**src/include/mem_settings.svh**
```systemverilog
// Width and depth macros for the data-memory path, included by packages and RTL.
`ifndef MEM_SETTINGS_SVH
`define MEM_SETTINGS_SVH

// Data word width in bits.
`define MEM_XLEN 32

// Byte address width in bits.
`define MEM_ADDR_BITS 32

// Depth of the word array.
`define MEM_RAM_WORDS 256

// Byte lanes per data word.
`define MEM_BYTES_PER_WORD 4

`endif

```
**src/logic/mem_data_pkg.sv**
```systemverilog
// Data, address and lane-mask types shared by the memory path; compile before the RTL.
`include "mem_settings.svh"

package mem_data_pkg;

    // One data word.
    typedef logic [`MEM_XLEN-1:0] word_t;

    // Byte address as seen by the core.
    typedef logic [`MEM_ADDR_BITS-1:0] addr_t;

    // One enable bit per byte lane.
    typedef logic [`MEM_BYTES_PER_WORD-1:0] byte_mask_t;

    // Word index into the array.
    // Upper address bits above this alias.
    typedef logic [$clog2(`MEM_RAM_WORDS)-1:0] word_index_t;

endpackage

```
**src/logic/mem_access_pkg.sv**
```systemverilog
// Access-size and state-machine enums for the memory path; compile before the RTL.
package mem_access_pkg;

    // Width of one load or store.
    typedef enum logic [1:0] {
        size_byte = 2'd0,
        size_half = 2'd1,
        size_word = 2'd2
    } access_size_t;

    // Load/store unit states.
    // Wait holds the bridge request, finish is the done or fault cycle.
    typedef enum logic [1:0] {
        lsu_idle   = 2'd0,
        lsu_wait   = 2'd1,
        lsu_finish = 2'd2
    } lsu_state_t;

    // Bridge states.
    // Access carries the enable pulse.
    // Data and ready both return ready, for reads and writes.
    typedef enum logic [1:0] {
        br_idle   = 2'd0,
        br_access = 2'd1,
        br_data   = 2'd2,
        br_ready  = 2'd3
    } bridge_state_t;

endpackage

```
**src/logic/digital_ram.sv**
```systemverilog
// Bridge from the held read/write request to one-cycle enables on the word array.
`include "mem_settings.svh"

module digital_ram (
    input  logic                         ramclk,
    input  logic                         rst,
    input  logic                         mem_io_read,
    input  logic                         mem_io_write,
    input  mem_data_pkg::addr_t          mem_io_addr,
    input  mem_data_pkg::word_t          mem_io_wdata,
    input  mem_access_pkg::access_size_t io_byte_size,
    output logic                         mem_io_ready,
    output mem_data_pkg::word_t          mem_io_rdata,
    output logic                         mem_read_en,
    output logic                         mem_write_en,
    output mem_data_pkg::word_index_t    mem_word,
    output mem_data_pkg::byte_mask_t     mem_mask,
    output mem_data_pkg::word_t          mem_wdata,
    input  mem_data_pkg::word_t          mem_rdata
);
    import mem_data_pkg::*;
    import mem_access_pkg::*;

    bridge_state_t state;
    logic          start;
    logic [1:0]    offset;
    byte_mask_t    lane_mask;
    word_t         placed_wdata;

    // Level only starts an access from idle.
    // Still-high level in the ready cycle is ignored.
    assign start  = (state == br_idle) && (mem_io_read || mem_io_write);
    assign offset = mem_io_addr[1:0];

    // Array output is already lane-placed.
    assign mem_io_rdata = mem_rdata;

    // Byte-lane mask from size and offset.
    always_comb begin
        case (io_byte_size)
            size_byte: lane_mask = byte_mask_t'(1) << offset;
            size_half: lane_mask = byte_mask_t'(3) << {offset[1], 1'b0};
            default:   lane_mask = '1;
        endcase
    end

    // Low byte or half copied into every lane.
    // The mask picks which lanes land.
    always_comb begin
        case (io_byte_size)
            size_byte: placed_wdata = {`MEM_BYTES_PER_WORD{mem_io_wdata[7:0]}};
            size_half: placed_wdata = {(`MEM_BYTES_PER_WORD/2){mem_io_wdata[15:0]}};
            default:   placed_wdata = mem_io_wdata;
        endcase
    end

    // Access sequencer.
    always_ff @(posedge ramclk or negedge rst) begin
        if (!rst) begin
            state        <= br_idle;
            mem_read_en  <= 1'b0;
            mem_write_en <= 1'b0;
            mem_io_ready <= 1'b0;
        end else begin
            mem_read_en  <= 1'b0;
            mem_write_en <= 1'b0;
            mem_io_ready <= 1'b0;
            case (state)
                br_idle: begin
                    if (start) begin
                        // Read wins if both are seen.
                        mem_read_en  <= mem_io_read;
                        mem_write_en <= mem_io_write && !mem_io_read;
                        state        <= br_access;
                    end
                end
                br_access: begin
                    // Enable pulse cycle.
                    // Read data registers at this edge.
                    mem_io_ready <= 1'b1;
                    state        <= mem_read_en ? br_data : br_ready;
                end
                br_data: begin
                    state <= br_idle;
                end
                br_ready: begin
                    state <= br_idle;
                end
                default: begin
                    state <= br_idle;
                end
            endcase
        end
    end

    // Array address, mask and data, held with the pulse.
    always_ff @(posedge ramclk) begin
        if (start) begin
            mem_word  <= mem_io_addr[2 +: $bits(word_index_t)];
            mem_mask  <= lane_mask;
            mem_wdata <= placed_wdata;
        end
    end

endmodule

```
**config.mk**
```make
export PLATFORM = sky130hd
export DESIGN_NAME = digital_ram
export DESIGN_NICKNAME = d
export VERILOG_FILES = /design/src/logic/mem_data_pkg.sv /design/src/logic/mem_access_pkg.sv /design/src/logic/digital_ram.sv
export VERILOG_INCLUDE_DIRS = /design/src /design/src/include
export SDC_FILE = /design/constraint.sdc
export NUM_CORES = 1
export LEC_CHECK = 0
export ABC_AREA = 1
export BUFFER_PORTS_ARGS = -buffer_cell sky130_fd_sc_hd__clkbuf_2
export CAP_MARGIN = 5
export CORE_MARGIN = 10
export CORE_UTILIZATION = 37
export CTS_CLUSTER_DIAMETER = 50
export CTS_CLUSTER_SIZE = 24
export DETAILED_ROUTE_END_ITERATION = 16
export PLACE_DENSITY = 0.86
export SLEW_MARGIN = 20
export SYNTH_ARGS = -nofsm -noshare
export SYNTH_HDL_FRONTEND = slang
export SYNTH_SLANG_ARGS = --single-unit
```
**constraint.sdc**
```tcl
create_clock -name ramclk -period 2.55 [get_ports ramclk]
set_input_delay 0.1275 -clock ramclk [delete_from_list [all_inputs] [get_ports ramclk]]
set_output_delay 0.1275 -clock ramclk [all_outputs]
set_load 0.02 [all_outputs]
```
==> qor.yml <==
outcome:
  status: "complete, no violations"
floorplan:
  rows: 28
  fp.dieH_um: 97.87
  dieWidth_um: 97.87
  io_pins: 181
  core_area_mm2: 0.005921
  start_util_pct: 37.89
  die-area_mm2: 0.009578
placed_design:
  dp_slack_ns: 0.7201
  place_congestion: 0.7085
  placed_area_mm2: 0.002510
  dp_hpwl_mm: 4.459
  place_inst: 317
  portBuffers: 94
yosys:
  ys_ff_latch: 49
  synth_area_mm2: 0.002243
  ys_warn_count: 0
  ys_seq_area_share_pct: 64.47
  ys_types: 14
  syn-num-nets: 288
  avgSynthCellArea_um2: 12.06
  syn-instance-count: 186
grt:
  grt.overflow.total: 0
  grt_usage_pct: 11.42
  grt_pass1_wl_mm: 8.783
  grt_max_degree: 31
  antenna_found_initial: 0
  first_global_vias: 1660
sta:
  fin_ws_ns: 0.7147
  finClkSkew_ns: 0.002324
  rsz0062_at_grt: "false"
  maxSlewViolCount: 0
  setup_tns_ns: 0
  fin_crit_ns: 1.835
  slew-limit-headroom_pct: 59.74
  finalHoldViolations: 0
  setup_viol: 0
  max_freq_mhz: 544.9
  worstMarginPinSlew_ns: 0.6039
  period_share_pct: 71.97
critical_path:
  cp.required_ns: 2.57
  start_kind: "flip-flop"
  rr_startpoint: "state[1]$_DFFE_PN0P_"
  worstSetupPathType: "reg -> reg"
  end_kind: "flip-flop"
  cp_max_fo: 30
  critPathSlowestCell: "clkinv_1"
  crit_arrival_ns: 1.86
  r2r_end: "mem_wdata[21]$_DFFE_PP_"
  cpPeakStageDelay_ns: 0.51
  reg2reg_slack_ns: 0.71
  worstPathCellList: "nor2_1 -> o21ai_0 -> clkinv_1 -> buf_4"
  r2r_cells: 4
clock_tree:
  cts_resized: 0
  h-tree-depth: 2
  clk_path_buf_depth: 2
  tritoncts: "yes"
  root_buffer: "clkbuf_8"
  path_clk_slew_ns: 0.09
  cts_sinks: 49
  cts_made_buffers: 5
  post_cts_buffers: 0
  clk_latency_ns: 0.29
final_layout:
  nFillCells: 569
  layout.nets: 358
  drive_gt1_share_pct: 46.69
  final_cell_mix: "clkbuf_2 (94), nand2_1 (54), edfxtp_1 (44)"
  num_antenna_cells: 0
  mostFrequentLayoutCell: "clkbuf_2"
  design_area_mm2: 0.002690
  stdcell_count: 332
  areaGrowthSynthToFinish_pct: 19.91
hold_path:
  hp-class: "in -> reg"
  min_from: "mem_io_addr[8]"
  whs_endpoint: "mem_word[6]$_DFFE_PP_"
  holdPathStages: 1
power:
  power_mw: 2.531
  p_leak_nw: 1.250
  ir_drop_mv: 0.3486
  pwr_density_cell_mw_per_mm2: 941.0
drt:
  num_vias: 1534
  drc: 0
  ant_nets: 0
  dr.pass1.iters: 4
  avgRoutedWirePerCell_um: 17.31
  wirelength_mm: 5.746
  drtIter0Drc: 62
  routed_via_density: 4.620
job:
  max_cap_viol_count: 0
## stage by stage
step / util [%] / hold slack (ns)
2_1_floorplan: - / -0.1681
3_3_place_gp: 42.39 / -0.05464
3_5_place_dp: 42.39 / -0.04666
4_1_cts: 45.10 / 0.002017
5_1_grt: 45.44 / 0.0001898
6_report: 45.44 / 0.008176
## metal layers
metal  up-vias  part of all wire (%)  track usage [%]
li1        727                     -                -
met1       698                    34            11.09
met2        74                    52            19.70
met3        35                   9.9            3.946
met4         0                   4.7            8.389
met5         -                     0                0
## cell usage after synthesis, drive strengths merged
master / number / area share [%]
nand2: 54 / 9.0
edfxtp: 44 / 59
buf: 39 / 14
nand3: 16 / 7.1
o21ai: 13 / 2.9
inv: 8 / 1.3
nor2: 7 / 1.5
dfrtp: 5 / 5.6
## logic make-up after synthesis
group                  after synthesis  share of synthesized area, %
AOI/OAI and AO/OA                   13                         2.900
buffers and inverters               47                         14.95
DFF                                 49                         64.47
and+or+nand+nor                     77                         17.68
## registers in the layout (all words and copies together) (netlist names)
name and flops:
mem_read_en 1, state 2, mem_word 8, mem_io_ready 1
mem_mask 4, mem_wdata 32, mem_write_en 1
## worst max path at each step
stage                         startpoint                      end  slack [ns]  depth (start not counted)
finish              state[1]$_DFFE_PN0P_  mem_wdata[21]$_DFFE_PP_        0.71                          4
global route        state[1]$_DFFE_PN0P_    mem_word[7]$_DFFE_PP_        0.58                          4
CTS                 state[1]$_DFFE_PN0P_  mem_wdata[28]$_DFFE_PP_        0.71                          4
detailed placement  state[1]$_DFFE_PN0P_   mem_wdata[0]$_DFFE_PP_        0.72                          4
global placement    state[1]$_DFFE_PN0P_  mem_wdata[20]$_DFFE_PP_        0.78                          4
floorplan           state[1]$_DFFE_PN0P_    mem_mask[0]$_DFFE_PP_        0.72                          3
## area by class of cell
type	count	area (um2)	area share, %
flip-flops and latches	49	1446	53.77
clock buffers	5	68.82	2.558
repair buffers	102	548.0	20.37
well taps	75	93.84	3.488
clock inverters	3	41.29	1.535
inverters	8	30.03	1.116
multi-input cells	90	461.7	17.16
## worst max-delay path: cells and delay by family, from the launching register on
family	cells	cell delay [ns]
flip-flops	1	0.41
AO/OA/AOI/OAI	1	0.12
AND/OR/NAND/NOR	1	0.05
buffers and inverters	2	0.96
## timing repair
| action | in CTS | in global routing |
|---|---|---|
| hold endpoints to repair | 9 | 2 |
| hold buffers | 5 | 2 |
| endpoints found under the setup margin | 0 | 0 |
## report_power, final
group	internal [mW]	total (mW)	switching (mW)
registers	1.17	1.24	0.0666
clock network	0.289	0.538	0.249
logic	0.203	0.755	0.552
Note: power is estimated with default switching activity, not from simulation.
