[src/include/mem_settings.svh]
// Width and depth macros for the data-memory path, included by packages and RTL.
`ifndef MEM_SETTINGS_SVH
`define MEM_SETTINGS_SVH

// Data word width in bits.
`define MEM_XLEN 32

// Byte address width in bits.
`define MEM_ADDR_BITS 32

// Depth of the word array.
`define MEM_RAM_WORDS 256

// Byte lanes per data word.
`define MEM_BYTES_PER_WORD 4

`endif

[src/logic/mem_data_pkg.sv]
// Data, address and lane-mask types shared by the memory path; compile before the RTL.
`include "mem_settings.svh"

package mem_data_pkg;

    // One data word.
    typedef logic [`MEM_XLEN-1:0] word_t;

    // Byte address as seen by the core.
    typedef logic [`MEM_ADDR_BITS-1:0] addr_t;

    // One enable bit per byte lane.
    typedef logic [`MEM_BYTES_PER_WORD-1:0] byte_mask_t;

    // Word index into the array.
    // Upper address bits above this alias.
    typedef logic [$clog2(`MEM_RAM_WORDS)-1:0] word_index_t;

endpackage

[src/logic/mem_access_pkg.sv]
// Access-size and state-machine enums for the memory path; compile before the RTL.
package mem_access_pkg;

    // Width of one load or store.
    typedef enum logic [1:0] {
        size_byte = 2'd0,
        size_half = 2'd1,
        size_word = 2'd2
    } access_size_t;

    // Load/store unit states.
    // Wait holds the bridge request, finish is the done or fault cycle.
    typedef enum logic [1:0] {
        lsu_idle   = 2'd0,
        lsu_wait   = 2'd1,
        lsu_finish = 2'd2
    } lsu_state_t;

    // Bridge states.
    // Access carries the enable pulse.
    // Data and ready both return ready, for reads and writes.
    typedef enum logic [1:0] {
        br_idle   = 2'd0,
        br_access = 2'd1,
        br_data   = 2'd2,
        br_ready  = 2'd3
    } bridge_state_t;

endpackage

[src/logic/load_store_unit.sv]
// Core-side load/store unit: alignment check, held bridge request and load extension.
`include "mem_settings.svh"

module load_store_unit (
    input  logic                         ramclk,
    input  logic                         rst,
    input  logic                         req,
    input  logic                         write,
    input  logic                         is_signed,
    input  mem_access_pkg::access_size_t size,
    input  mem_data_pkg::addr_t          addr,
    input  mem_data_pkg::word_t          wdata,
    output logic                         done,
    output logic                         fault,
    output logic                         busy,
    output mem_data_pkg::word_t          rdata,
    output logic                         mem_io_read,
    output logic                         mem_io_write,
    output mem_data_pkg::addr_t          mem_io_addr,
    output mem_data_pkg::word_t          mem_io_wdata,
    output mem_access_pkg::access_size_t io_byte_size,
    input  logic                         mem_io_ready,
    input  mem_data_pkg::word_t          mem_io_rdata
);
    import mem_data_pkg::*;
    import mem_access_pkg::*;

    lsu_state_t state;
    logic       sign_q;
    logic       accept;
    logic       misaligned;
    word_t      shifted;
    word_t      load_value;

    // A new request only counts while idle.
    assign accept = req && (state == lsu_idle);

    // High from the cycle after accept through the done or fault cycle.
    assign busy = (state != lsu_idle);

    // Natural alignment per access size.
    always_comb begin
        case (size)
            size_half: misaligned = addr[0];
            size_word: misaligned = (addr[1:0] != 2'b00);
            default:   misaligned = 1'b0;
        endcase
    end

    // Returned word is lane-placed.
    // Move the addressed lanes down to bit 0.
    assign shifted = mem_io_rdata >> {mem_io_addr[1:0], 3'b000};

    // Sign or zero extension to the access size.
    always_comb begin
        case (io_byte_size)
            size_byte: begin
                load_value = {{(`MEM_XLEN-8){sign_q & shifted[7]}}, shifted[7:0]};
            end
            size_half: begin
                load_value = {{(`MEM_XLEN-16){sign_q & shifted[15]}}, shifted[15:0]};
            end
            default: begin
                load_value = shifted;
            end
        endcase
    end

    // Control FSM.
    always_ff @(posedge ramclk or negedge rst) begin
        if (!rst) begin
            state        <= lsu_idle;
            mem_io_read  <= 1'b0;
            mem_io_write <= 1'b0;
            done         <= 1'b0;
            fault        <= 1'b0;
        end else begin
            // Strobes last one cycle.
            done  <= 1'b0;
            fault <= 1'b0;
            case (state)
                lsu_idle: begin
                    if (accept && misaligned) begin
                        // No memory access at all.
                        fault <= 1'b1;
                        state <= lsu_finish;
                    end else if (accept) begin
                        mem_io_read  <= !write;
                        mem_io_write <= write;
                        state        <= lsu_wait;
                    end
                end
                lsu_wait: begin
                    // Level held until the bridge answers.
                    if (mem_io_ready) begin
                        mem_io_read  <= 1'b0;
                        mem_io_write <= 1'b0;
                        done         <= 1'b1;
                        state        <= lsu_finish;
                    end
                end
                lsu_finish: begin
                    state <= lsu_idle;
                end
                default: begin
                    state <= lsu_idle;
                end
            endcase
        end
    end

    // Request payload, latched on accept.
    always_ff @(posedge ramclk) begin
        if (accept) begin
            mem_io_addr  <= addr;
            mem_io_wdata <= wdata;
            io_byte_size <= size;
            sign_q       <= is_signed;
        end
    end

    // Load result, captured in the ready cycle.
    always_ff @(posedge ramclk) begin
        if ((state == lsu_wait) && mem_io_ready && mem_io_read) begin
            rdata <= load_value;
        end
    end

endmodule

[config.mk]
export PLATFORM = sky130hd
export DESIGN_NAME = load_store_unit
export DESIGN_NICKNAME = d
export VERILOG_FILES = /design/src/logic/mem_data_pkg.sv /design/src/logic/mem_access_pkg.sv /design/src/logic/load_store_unit.sv
export VERILOG_INCLUDE_DIRS = /design/src /design/src/include
export SDC_FILE = /design/constraint.sdc
export NUM_CORES = 1
export LEC_CHECK = 0
export ABC_AREA = 1
export BUFFER_PORTS_ARGS = -buffer_cell sky130_fd_sc_hd__buf_2
export CAP_MARGIN = 20
export CORE_MARGIN = 8
export CORE_UTILIZATION = 49
export CTS_CLUSTER_DIAMETER = 200
export CTS_CLUSTER_SIZE = 12
export DETAILED_ROUTE_END_ITERATION = 8
export PLACE_DENSITY = 0.88
export REMOVE_ABC_BUFFERS = 1
export SLEW_MARGIN = 30
export SYNTH_ARGS = -nofsm -noshare
export SYNTH_HDL_FRONTEND = slang
export SYNTH_SLANG_ARGS = --single-unit
[constraint.sdc]
create_clock -name ramclk -period 11 [get_ports ramclk]
set_clock_uncertainty 0.1 [all_clocks]
set_input_delay 0.55 -clock ramclk [delete_from_list [all_inputs] [get_ports ramclk]]
set_output_delay 0.55 -clock ramclk [all_outputs]
set_load 0.01 [all_outputs]
==> results of run 1 <==
power by group through the flow:
stage          logic (mW)  registers, mW  clock network [mW]
6_report            0.288          0.574               0.227
5_1_grt             0.317          0.582               0.243
4_1_cts             0.283          0.578               0.230
3_5_place_dp        0.284          0.586                   0
3_3_place_gp        0.273          0.582                   0
2_1_floorplan       0.115          0.623                   0
state kept, by name (all words and copies together), names as in the netlist:
signal and flops:
fault 1, sign_q 1, done 1, rdata 32
mem_io_write 1, mem_io_read 1, mem_io_wdata 32, state 2
mem_io_addr 32, io_byte_size 2
cells in the final DEF, fill, tap and decap left out, drive strengths merged:
cell	instances
nor2	13
nand2	67
and2	1
nand3b	2
a21oi	20
o21ai	25
dfrtp	6
dlygate4sd3	1
a21boi	1
nand3	32
buf	209
edfxtp	99
inv	23
nor3b	1
clkbuf	10
ha	2
clkinv	4
final cells by class:
| type | count | area, um^2 | area share |
|---|---|---|---|
| Timing Repair Buffer | 210 | 1070 | 0.197 |
| Clock buffer | 10 | 128 | 0.0234 |
| Inverter | 21 | 81.3 | 0.0149 |
| Sequential cell | 105 | 3120 | 0.574 |
| Tap cell | 105 | 131 | 0.0241 |
| Multi-Input combinational cell | 164 | 847 | 0.156 |
| Clock inverter | 6 | 62.6 | 0.0115 |
worst max path at each step:
stage / cells past startpoint / to / startpoint / slack (ns)
global placement: 5 / rdata[22] / mem_io_addr[0] / 8.81
finish: 5 / rdata[27] / mem_io_addr[0] / 8.66
global route: 5 / rdata[27] / mem_io_addr[0] / 8.50
detailed placement: 7 / mem_io_write / req / 8.67
CTS: 5 / rdata[27] / mem_io_addr[0] / 8.68
floorplan: 2 / rdata[0] / mem_io_ready / 7.45
layer usage:
layer | track usage | part of all wire
met5 | 0 | 0
met2 | 0.330 | 0.50
met3 | 0.105 | 0.15
met4 | 0.0634 | 0.013
met1 | 0.189 | 0.33
repair_timing:
action                                 4_1_cts  5_1_grt
endpoints found under the hold margin        6        0
resized for setup                            0        0
hold buffers                                 1        0
cell families after synthesis:
kind of cell,share of synthesized area
flip-flops,0.749
adder cells (fa/ha/maj),0.00600
buffers and inverters,0.0498
AND/OR/NAND/NOR,0.139
AO/OA/AOI/OAI,0.0558
==> impl_metrics.json, run 1 <==
{
  "grt_usage": 0.190,
  "power_mw": 1.09,
  "portBuffers": 206,
  "yosys-top-cells-count": "edfxtp_1, nand2_1, nand3_1",
  "switching_share": 0.329,
  "p_per_area_nw_per_um2": 200,
  "cts_setup_buffers": 0,
  "max_stage_delay_ns": 0.97,
  "power.internal_mw": 0.730,
  "peakVddDrop_mv": 0.129,
  "cts_tree": "yes",
  "fin_area_um2": 5440,
  "gp_congestion": 0.853,
  "p_comb_frac": 0.264,
  "finalSetupTns_ns": 0,
  "path_buf_inv": 1,
  "nets": 617,
  "dpl_worst_slack_ns": 8.67,
  "hpwl_mm": 8.71,
  "synth-main-ff-cell": "edfxtp_1",
  "fillers": 613,
  "slew-limit-headroom": 0.386,
  "avgViaCountPerCell": 5.11,
  "endpoint_kind": "flip-flop",
  "layout_min_cycle_time_ns": 2.34,
  "required_ns": 10.99,
  "cts_buffers": 9,
  "fin_util": 0.663,
  "fin_cells": 621,
  "synth_seq_cells": 105,
  "setup_viol": 0,
  "pwr-share-clk": 0.208,
  "final_hold_viol_count": 0,
  "crit_fanout": 38,
  "reg2reg_from": "mem_io_addr[0]",
  "slew_violations": 0,
  "synthesis.area_um2": 4170,
  "synth_cell_types": 26,
  "ant_nets": 0,
  "timing.final.crit_share": 0.213,
  "synth_cells": 304,
  "yosysMostFrequentCell": "edfxtp_1",
  "first_global_vias": 3282,
  "drive_gt1_frac": 0.465,
  "yosysWarnings": 0,
  "holdPathStages": 1,
  "r2r_setup_slack_ns": 8.66,
  "start_util": 0.507,
  "vias": 3172,
  "hp-start": "addr[23]",
  "rsz0062_at_grt": "false",
  "grt.overflow.total": 0,
  "ys_seq_area_frac": 0.749,
  "outcome": "finished clean",
  "dr.pass1.iters": 4,
  "wirelength_mm": 11.4,
  "die_w_um": 108,
  "route.detailed.wl_per_inst_um": 18.4,
  "synth-edff-count": 99,
  "yosysTopAreaCell": "edfxtp_1",
  "hold_path_class": "primary input to flip-flop",
  "die_y_um": 108,
  "synth-async-reset-ratio": 0.0571,
  "worst_slack_ns": 8.66,
  "max-cap-violations": 0,
  "coreArea_um2": 8220,
  "p_switching_mw": 0.358,
  "worstPathArrival_ns": 2.33,
  "htreeDepth": 3,
  "cts_root_buf": "clkbuf_8",
  "grt_start_max_net_pins": 70,
  "die-area_um2": 11700,
  "p_leak_nw": 2.48,
  "worst_slew_pin_slew_ns": 0.921,
  "first_iter_violations": 127,
  "critPathTopFamily": "flip-flops",
  "dp_cells": 603,
  "diodes": 0,
  "clkLatencyLatePin_ns": 0.35,
  "cp_slowest_cell": "edfxtp_1",
  "worstPathCellList": "inv_4 -> nand2_4 -> nand3_4 -> nand3b_4 -> nand3_1",
  "clkSinkCount": 105,
  "clockBufferDepth": 2,
  "crit_type": "flip-flop to flip-flop",
  "place_area_um2": 5230,
  "grt_antenna_before_repair": 0,
  "regToRegEndpoint": "rdata[27]",
  "fmax_mhz": 427,
  "syn2layout_area_growth_pct": 30.6,
  "ioPinCount": 207,
  "drc": 0,
  "synth_top_area_share": 0.713,
  "placementRows": 33,
  "path_clk_slew_ns": 0.11,
  "hold_ws_ns": 0.253,
  "syn_area_per_cell_um2": 13.7,
  "hold_end": "mem_io_addr[23]",
  "pwr-share-seq": 0.528,
  "grt_pass1_wl_mm": 17.1,
  "startpoint_type": "flip-flop",
  "reg2reg_depth": 5,
  "ys_top_cells_by_area": "edfxtp_1, nand2_1, dfrtp_1"
}
Power figures use the tool's default switching activity.
==> run 2: changes to the inputs <==
--- a/config.mk
+++ b/config.mk
@@ -10,11 +10,11 @@
 export BUFFER_PORTS_ARGS = -buffer_cell sky130_fd_sc_hd__buf_2
 export CAP_MARGIN = 20
 export CORE_MARGIN = 8
-export CORE_UTILIZATION = 49
+export CORE_UTILIZATION = 46
 export CTS_CLUSTER_DIAMETER = 200
 export CTS_CLUSTER_SIZE = 12
 export DETAILED_ROUTE_END_ITERATION = 8
-export PLACE_DENSITY = 0.88
+export PLACE_DENSITY = 0.83
 export REMOVE_ABC_BUFFERS = 1
 export SLEW_MARGIN = 30
 export SYNTH_ARGS = -nofsm -noshare
==> constraint.sdc (replaced) <==
create_clock -name ramclk -period 2.4 [get_ports ramclk]
set_clock_uncertainty 0.1 [all_clocks]
set_input_delay 0.12 -clock ramclk [delete_from_list [all_inputs] [get_ports ramclk]]
set_output_delay 0.12 -clock ramclk [all_outputs]
set_load 0.01 [all_outputs]
==> impl_metrics.json, run 2 (synthesis results as in run 1) <==
{
  "outcome": "finished clean",
  "dp_cells": 608,
  "crit_fanout": 38,
  "clkLatencyLatePin_ns": 0.37,
  "endpoint_kind": "flip-flop",
  "ioPinCount": 207,
  "wirelength_mm": 13.3,
  "grt_pass1_wl_mm": 20.0,
  "grt_usage": 0.207,
  "met2_length_mm": 6.81,
  "coreArea_um2": 8760,
  "top_regs": "mem_io_addr: 32 flops, mem_io_wdata: 32 flops, rdata: 32 flops",
  "clockBufferDepth": 2,
  "top_layer": "met4",
  "required_ns": 2.41,
  "hold_path_class": "primary input to flip-flop",
  "die_w_um": 111,
  "diodes": 0,
  "dr.pass1.iters": 5,
  "route.detailed.wl_per_inst_um": 19.0,
  "p_per_area_nw_per_um2": 845,
  "grt_start_max_net_pins": 64,
  "peakVddDrop_mv": 0.530,
  "first_global_vias": 3716,
  "vias": 3509,
  "first_iter_violations": 282,
  "multi_input_area_um2": 847,
  "final_cell_mix": "buf_2, edfxtp_1, dlygate4sd3_1",
  "ctsResizeCount": 0,
  "drive_gt1_frac": 0.411,
  "hpwl_mm": 8.74,
  "nets": 690,
  "worst_slew_pin_slew_ns": 0.399,
  "grt_antenna_before_repair": 0,
  "holdPathStages": 3,
  "reg2reg_depth": 6,
  "fmax_mhz": 580,
  "portBuffers": 206,
  "cts_setup_buffers": 0,
  "seq_area_um2": 3120,
  "hold_ws_ns": 0.00735,
  "cts_buffers": 9,
  "route.met3.wl_mm": 1.39,
  "slew_violations": 0,
  "worstPathArrival_ns": 1.73,
  "p_leak_nw": 2.80,
  "crit_type": "flip-flop to flip-flop",
  "setup_viol": 0,
  "placementRows": 34,
  "startpoint_type": "flip-flop",
  "avgViaCountPerCell": 5.03,
  "rsz0062_at_grt": "false",
  "timing.final.crit_share": 0.719,
  "gp_congestion": 0.831,
  "cts_tree": "yes",
  "layout_min_cycle_time_ns": 1.72,
  "max-cap-violations": 0,
  "die_y_um": 111,
  "final_hold_viol_count": 0,
  "final_common_cell": "buf_2",
  "path_clk_slew_ns": 0.10,
  "slew-limit-headroom": 0.731,
  "fin_cells": 697,
  "ant_nets": 0,
  "drc": 0,
  "cts_root_buf": "clkbuf_8",
  "syn2layout_area_growth_pct": 48.8,
  "grt.overflow.total": 0,
  "postCtsHoldBufs": 72,
  "clkSinkCount": 105,
  "die-area_um2": 12400,
  "htreeDepth": 3,
  "start_util": 0.476,
  "wl_met1_mm": 4.60,
  "fillers": 587
}
==> run 2: worst max-delay path, cell delays in order, from the launching register on <==
cell and delay [ns]:
edfxtp_1 0.48, inv_4 0.33, nand2_1 0.10, nand3_1 0.09, nand2_2 0.08, nand3_4 0.17
nand3_1 0.11
==> run 2: per-stage QoR <==
stage          instance area, um^2  setup slack, ns  power [mW]  TNS [ns]   util
2_1_floorplan                 4040            -1.10        3.38    -70.32      -
3_3_place_gp                  5260            0.757        3.94         0  0.600
3_5_place_dp                  5260            0.707        4.00         0  0.600
4_1_cts                       6190            0.689        5.22         0  0.706
5_1_grt                       6200            0.541        5.49         0  0.708
6_report                      6200            0.675        5.24         0  0.708
==> run 2: layout make-up <==
type / count / area share
Clock buffer: 9 / 0.0200
Tap cell: 108 / 0.0218
Inverter: 21 / 0.0131
Multi-Input combinational cell: 164 / 0.137
Timing Repair Buffer: 283 / 0.291
Sequential cell: 105 / 0.504
Clock inverter: 7 / 0.0139
==> run 2: path summary, 6_finish.rpt <==
check / startpoint / endpoint / slack (ns)
worst max-delay path: mem_io_addr[0] / rdata[18] / 0.68
worst min register to register: mem_io_write / mem_io_write / 0.41
worst max register to register: mem_io_addr[0] / rdata[18] / 0.68
max in group asynchronous: rst / state[0] / 1.40
worst min-delay path: mem_io_rdata[0] / rdata[0] / 0.007
min in group asynchronous: rst / done / 0.57
==> run 2: power breakdown <==
part           leakage, nW  switching [mW]  internal [mW]
Sequential            1.00           0.124           2.49
Combinational         1.69           0.931          0.544
Clock                0.107           0.653          0.503
==> run 2: routing by layer <==
metal / track usage / up-vias
li1: - / 1631
met1: 0.202 / 1639
met2: 0.364 / 208
met3: 0.0936 / 31
met4: 0.0969 / 0
met5: 0 / -
